<file path="src/ahb_sram_pkg.sv">
//////////////////////////////////////////////////////////////////////
// AHB-Lite SRAM slave shared types
// Bus encodings, vector typedefs, memory request structs, lane decode
//////////////////////////////////////////////////////////////////////

package ahb_sram_pkg;

  //////////////////////////////////////////////////////////////////////
  // Widths
  //////////////////////////////////////////////////////////////////////

  // Bus fixed at 32 bits, four byte lanes
  localparam int HADDR_W = 32;
  localparam int HDATA_W = 32;
  localparam int HBE_W   = HDATA_W / 8;

  typedef logic [HADDR_W-1:0]   haddr_t;
  typedef logic [HDATA_W-1:0]   hdata_t;
  typedef logic [HBE_W-1:0]     hbe_t;
  // Byte address minus the two lane bits
  typedef logic [HADDR_W-3:0]   word_idx_t;

  //////////////////////////////////////////////////////////////////////
  // AHB encodings
  //////////////////////////////////////////////////////////////////////

  typedef enum logic [1:0] {
    HTRANS_IDLE   = 2'b00,
    HTRANS_BUSY   = 2'b01,
    HTRANS_NONSEQ = 2'b10,
    HTRANS_SEQ    = 2'b11
  } htrans_e;

  // Wider codes are illegal on a 32-bit bus
  typedef enum logic [2:0] {
    HSIZE_BYTE  = 3'b000,
    HSIZE_HWORD = 3'b001,
    HSIZE_WORD  = 3'b010
  } hsize_e;

  typedef enum logic {
    HRESP_OKAY  = 1'b0,
    HRESP_ERROR = 1'b1
  } hresp_e;

  //////////////////////////////////////////////////////////////////////
  // Memory requests
  //////////////////////////////////////////////////////////////////////

  // Write request, valid during the write data phase
  typedef struct packed {
    logic      we;
    hbe_t      be;
    word_idx_t idx;
  } mem_wr_t;

  // Read request, sampled by the array on the accepting edge
  typedef struct packed {
    logic      re;
    word_idx_t idx;
    logic      bypass;
  } mem_rd_t;

  // Lane mask for the size, moved up to the addressed byte
  function automatic hbe_t lane_enables(hsize_e size, logic [1:0] offset);
    hbe_t mask;
    case (size)
      HSIZE_BYTE:  mask = 4'b0001;
      HSIZE_HWORD: mask = 4'b0011;
      default:     mask = 4'b1111;
    endcase
    return mask << offset;
  endfunction

endpackage

</file>
<file path="src/ahb_sram_addr_phase.sv">
//////////////////////////////////////////////////////////////////////
// AHB-Lite address phase capture for the SRAM slave
// Byte lane decode, read/write collision check, memory requests
//////////////////////////////////////////////////////////////////////

`timescale 1ns/1ps

module ahb_sram_addr_phase #(
  parameter int MEM_DEPTH = 256
) (
  input  logic                  HCLK,
  input  logic                  HRESETn,
  input  logic                  HSEL,
  input  ahb_sram_pkg::haddr_t  HADDR,
  input  logic                  HWRITE,
  input  ahb_sram_pkg::hsize_e  HSIZE,
  input  ahb_sram_pkg::htrans_e HTRANS,
  input  logic                  HREADY,
  output ahb_sram_pkg::mem_wr_t wr_req,
  output ahb_sram_pkg::mem_rd_t rd_req,
  output logic                  stall,
  output logic                  rd_accept
);

  // Word index bits actually decoded by the array
  localparam int MEM_AW = $clog2(MEM_DEPTH);

  logic                    active;
  logic                    wr_we;
  ahb_sram_pkg::hbe_t      wr_be;
  ahb_sram_pkg::word_idx_t phase_idx;
  ahb_sram_pkg::word_idx_t haddr_idx;
  logic                    same_word;
  logic                    full_word;
  logic                    collision;
  logic                    stall_q;

  //////////////////////////////////////////////////////////////////////
  // Address phase decode
  //////////////////////////////////////////////////////////////////////

  assign haddr_idx = HADDR[31:2];

  // IDLE and BUSY carry no transfer
  assign active = HSEL &&
                  (HTRANS == ahb_sram_pkg::HTRANS_NONSEQ ||
                   HTRANS == ahb_sram_pkg::HTRANS_SEQ);

  assign rd_accept = HREADY && active && !HWRITE;

  // Write enable drops whenever the phase is not accepted
  always_ff @(posedge HCLK or negedge HRESETn) begin
    if (!HRESETn) begin
      wr_we <= 1'b0;
    end else begin
      wr_we <= HREADY && active && HWRITE;
    end
  end

  // Lanes and index frozen while HREADY is low
  always_ff @(posedge HCLK) begin
    if (HREADY) begin
      wr_be     <= ahb_sram_pkg::lane_enables(HSIZE, HADDR[1:0]);
      phase_idx <= haddr_idx;
    end
  end

  assign wr_req = '{we: wr_we, be: wr_be, idx: phase_idx};

  //////////////////////////////////////////////////////////////////////
  // Collision with the pending write
  //////////////////////////////////////////////////////////////////////

  // Aliased addresses hit the same physical word
  assign same_word = phase_idx[MEM_AW-1:0] == haddr_idx[MEM_AW-1:0];
  assign full_word = &wr_be;
  assign collision = wr_we && rd_accept && same_word;

  // Partial write lands at the same edge, read must go again
  assign stall = collision && !full_word;

  always_ff @(posedge HCLK or negedge HRESETn) begin
    if (!HRESETn) begin
      stall_q <= 1'b0;
    end else begin
      stall_q <= stall;
    end
  end

  // Re-read of the held word during the wait state
  always_comb begin
    if (stall_q) begin
      rd_req = '{re: 1'b1, idx: phase_idx, bypass: 1'b0};
    end else begin
      rd_req = '{re: rd_accept, idx: haddr_idx, bypass: collision && full_word};
    end
  end

  //////////////////////////////////////////////////////////////////////
  // Bus checks
  //////////////////////////////////////////////////////////////////////

  a_hsize_legal : assert property (@(posedge HCLK) disable iff (!HRESETn)
    (HREADY && active) |-> (HSIZE <= ahb_sram_pkg::HSIZE_WORD));

  a_aligned : assert property (@(posedge HCLK) disable iff (!HRESETn)
    (HREADY && active) |->
      ((HSIZE == ahb_sram_pkg::HSIZE_BYTE) ||
       (HSIZE == ahb_sram_pkg::HSIZE_HWORD && !HADDR[0]) ||
       (HSIZE == ahb_sram_pkg::HSIZE_WORD && HADDR[1:0] == 2'b00)));

endmodule

</file>
<file path="config.mk">
export PLATFORM = sky130hd
export DESIGN_NAME = ahb_sram_addr_phase
export DESIGN_NICKNAME = d
export VERILOG_FILES = /design/src/ahb_sram_pkg.sv /design/src/ahb_sram_addr_phase.sv
export SDC_FILE = /design/constraint.sdc
export NUM_CORES = 1
export LEC_CHECK = 0
export BUFFER_PORTS_ARGS = -buffer_cell sky130_fd_sc_hd__buf_2
export CORE_ASPECT_RATIO = 1.25
export CORE_UTILIZATION = 40
export DETAILED_ROUTE_END_ITERATION = 8
export GPL_ROUTABILITY_DRIVEN = 0
export PLACE_DENSITY = 0.83
export SLEW_MARGIN = 20
export SYNTH_ARGS = -nofsm -noshare
export SYNTH_HDL_FRONTEND = slang
export SYNTH_SLANG_ARGS = --single-unit
</file>
<file path="constraint.sdc">
create_clock -name HCLK -period 2.26 [get_ports HCLK]
set_clock_uncertainty 0.15 [all_clocks]
set_input_delay 0.113 -clock HCLK [delete_from_list [all_inputs] [get_ports HCLK]]
set_output_delay 0.113 -clock HCLK [all_outputs]
set_load 0.1 [all_outputs]
</file>
After elaboration in Yosys (flattened, before gate mapping)
Cells that the tools add are included.
{ "totals": {"regBits": 36, "input_bits": 42, "output_inout_bits": 69, "word_cells": 25} }
{ "op_classes": {"n_eq_ne": 4, "n_shift": 1, "muxes": 3, "n_reduce_logical": 13} }
{ "ops": {"columns": ["operator", "n"], "rows": [
  ["$mux W32", 1],
  ["$eq A8 B8 Y1", 1],
  ["$logic_and A1 B1 Y1", 8],
  ["$pmux W4 S2", 1],
  ["$eq A2 B2 Y1 const B", 2],
  ["$mux W4", 1],
  ["$reduce_and A4 Y1", 1],
  ["$shl A4 B2 Y4", 1],
  ["$eq A3 B1 Y1 const B", 1],
  ["$logic_not A3 Y1", 1],
  ["$logic_not A1 Y1", 2],
  ["$logic_or A1 B1 Y1", 1]
]} }

Longest topological paths before layout
{ "depth": {"ltp_word": 9, "depth_mapped": 3} }

Worst setup path after synthesis
Ideal clock, no wire load.
{ "synth_path": {"path_type": "register to register", "startpoint": "reg phase_idx[0]", "endpoint": "reg stall_q", "setup_ps": 446, "arrival_time_ps": 4492, "required_time_ps": 1664, "setup_slack_ps": -2828, "path_stages_with_launch": 4, "path_buffers": 0, "cell_sequence": "edfxtp_1 -> xnor2_1 -> nand3_1 -> nor4b_1"} }
{ "synth_between": {"elab_chain_len": 3} }
{ "synth_rtl": {"columns": ["element", "line", "source"], "rows": [
  ["from (decl)", "ahb_sram_addr_phase.sv:31", "ahb_sram_pkg::word_idx_t phase_idx;"],
  ["from (signal assigned)", "ahb_sram_addr_phase.sv:64", "phase_idx <= haddr_idx;"],
  ["$eq A8 B8 Y1", "ahb_sram_addr_phase.sv:75", "assign same_word = phase_idx[MEM_AW-1:0] == haddr_idx[MEM_AW-1:0];"],
  ["$logic_and A1 B1 Y1", "ahb_sram_addr_phase.sv:77", "assign collision = wr_we && rd_accept && same_word;"],
  ["$logic_and A1 B1 Y1", "ahb_sram_addr_phase.sv:80", "assign stall = collision && !full_word;"],
  ["named net stall", "ahb_sram_addr_phase.sv:21", "output logic stall,"],
  ["to (signal assigned)", "ahb_sram_addr_phase.sv:86", "stall_q <= stall;"],
  ["to (decl)", "ahb_sram_addr_phase.sv:36", "logic stall_q;"]
]} }
The timed path passes the listed nets, and every way through them passes these cells.
A chain may end at the register's enable or synchronous reset.

Final worst setup path
{ "layout_path": {"startpoint": "in HADDR[7]", "endpoint": "out stall"} }
{ "layout_between": {"elab_chain_len": 3} }
{ "layout_rtl": {"columns": ["element", "line", "source"], "rows": [
  ["from (decl)", "ahb_sram_addr_phase.sv:14", "input ahb_sram_pkg::haddr_t HADDR,"],
  ["$eq A8 B8 Y1", "ahb_sram_addr_phase.sv:75", null],
  ["$logic_and A1 B1 Y1", "ahb_sram_addr_phase.sv:77", null],
  ["$logic_and A1 B1 Y1", "ahb_sram_addr_phase.sv:80", null],
  ["to (decl)", "ahb_sram_addr_phase.sv:21", null]
]} }
No other way between the ends.

==> metrics <==
core area=approximately 3800 µm²; post-CTS sizing=0; DPL Wire Length=between 3000 and 4000 µm; setup TNS=0 ps; Crit path required time=2000 ps; # fillers=roughly 190; FP Rows=25; first-pass GRT wire length=8170 µm; P per Cell Area=~700 nW/µm²; Pins Over Slew Limit=0; PortBufs=approximately 110; # IOs=111; clock tree buffer depth=2; die width=58.9 µm; Worst Hold Class=input port to register; period utilization=94.9%; WL final=5500 µm; CP Class=input port to output port; min Tclk post-route=2140 ps; ANT cells=0; TritonCTS clock tree=built; FF+latch count, synth=36; CTS sink cnt=36; worst slew pin tran=524 ps; FF-to-FF End=stall_q$_DFF_PN0_; CP peak stage delay=530 ps; R2R Setup Slk=690 ps; drt pass-1 iters=4; WP buf/inv=3; Top delay family on crit path=buffers and inverters; Vias per Instance=5.06; reg-to-reg startpoint=phase_idx[5]$_DFFE_PP_; CP Launch Type=input port; initial antenna violation count=0; vias in the first global route=approximately 1,700; H-tree levels=2; hold_ws=~52 ps; Hold Path Depth=2; RSZ-0062 raised after global routing=no; Iteration-0 DRC Markers=20; Syn Nets=~140; CP max-delay cell=dlygate4sd3_1; Worst Setup End Kind=output port; Tot GR Track Use=a little over a quarter; number of buffers created by CTS=5; Layout Cell Area excl Fill=between 3000 and 4000 µm²; DRT antenna net count=0; Initial Util=42.4%; Syn Inst Count=96; Arr. time, crit path=~1900 ps; synthesized cell area=1620 µm²; crit path max fanout=3; Area Overhead vs Synth=101%; Util after Layout=85.0%; die area=4300 µm²; Avg WL per Cell=18.2 µm; hold_sp=HADDR[0]; total number of vias=about 1,500; sequential cell area fraction in the yosys report=66.3%; CTS Root Cell=clkbuf_8; largest net degree at the start of global routing=36; Max Cap Viol=0; Max-slew headroom=between 60% and 70%; Syn Area/Cell=16.8 µm²; layout cells sized above 1=62.2%; DRC errors left=0; Clk pin slew, worst setup/hold paths=~70 ps; P_leak=0.00138 µW; Fmax=between 400 and 500 MHz; Final Hold Viols=0; Nets=290; total gr overflow=0; die height=around 73 µm; status=finished clean; CP Cell Sequence=dlygate4sd3_1 > buf_2 > xnor2_1 > nand3_2 > nor4b_4 > buf_12; final-report setup violation count=0; Cell variety after synth=18; Reg2Reg Depth=3; YS warnings=0; Cell Area, Placed=2770 µm²; Worst-Skew Late Latency=between 200 and 300 ps; Max rail drop VDD=0.520 mV; Min-Delay Endpoint=wr_be[2]$_DFFE_PP_
-- report_power, final --
part | internal, µW | switching (µW)
combinational | 246 | 699
sequential | 788 | 31.0
clock | 278 | 224
total | 1310 | 955
-- routing by layer --
layer  routed length, µm  GRT usage (%)
met1                1780           23.6
met2                2950           49.2
met3                 394           7.62
met4                 376           22.2
met5                   0              0
-- placed cells by master (no fill, tap or decap), types with 4 or more instances in the layout --
cell type and instances:
clkbuf_8 7, edfxtp_1 34, buf_2 76, mux2_2 30, nor2_1 4, xnor2_1 8
buf_12 34, dlygate4sd3_1 38
-- worst max-delay path by stage --
stage | startpoint | to | slack [ps] | depth (start not counted)
final | HADDR[7] | stall | 120 | 6
after floorplan | phase_idx[3]$_DFFE_PP_ | stall_q$_DFF_PN0_ | -600 | 3
after global routing | HADDR[7] | stall | 70 | 6
after global placement | phase_idx[4]$_DFFE_PP_ | rd_req[0] | 600 | 4
after CTS | HADDR[3] | rd_req[0] | 220 | 6
after detailed placement | phase_idx[1]$_DFFE_PP_ | rd_req[0] | 560 | 4
-- synthesized netlist by cell type, drive strengths merged --
master	number	area [µm²]
a2111oi	1	8.76
a21oi	2	10.0
and4	1	10.0
and4b	1	11.3
buf	4	22.5
dfrtp	2	50.1
edfxtp	34	1020
mux2	30	338
nand2	1	3.75
nand3	2	15.0
nand4	2	12.5
nor2	4	15.0
nor4b	2	17.5
o21ai	1	5.00
or2	1	6.26
xnor2	8	70.1
-- sequential cells by signal (all words and copies together) (netlist names) --
name	count
phase_idx	30
wr_be	4
stall_q	1
wr_we	1
-- cells by family after synthesis --
| kind of cell | synth area share, % |
|---|---|
| AO/OA/AOI/OAI | 1.47 |
| XOR/XNOR | 4.33 |
| buffers and inverters | 1.39 |
| flip-flops | 66.3 |
| multiplexers | 20.9 |
| AND/OR/NAND/NOR | 5.65 |
-- what timing repair did --
action	4_1_cts	5_1_grt
hold buffers	38	0
buffers inserted	0	0
hold endpoints to repair	35	0
-- stage by stage --
step                cells  power [µW]  setup WS [ps]
global placement      257        1700            597
global route          303        2330           68.1
detailed placement    257        1720            558
floorplan              96        1460           -604
CTS                   303        2270            222
finish                303        2270            116
-- layout make-up --
| cell class | instances | area, µm² | share of cell area [%] |
|---|---|---|---|
| Clock buffer | 8 | 100 | 3.08 |
| Multi-Input combinational cell | 56 | 558 | 17.2 |
| Sequential cell | 36 | 1070 | 33.0 |
| Tap cell | 54 | 67.6 | 2.08 |
| Timing Repair Buffer | 149 | 1450 | 44.6 |
Note: power is estimated with default switching activity, not from simulation.
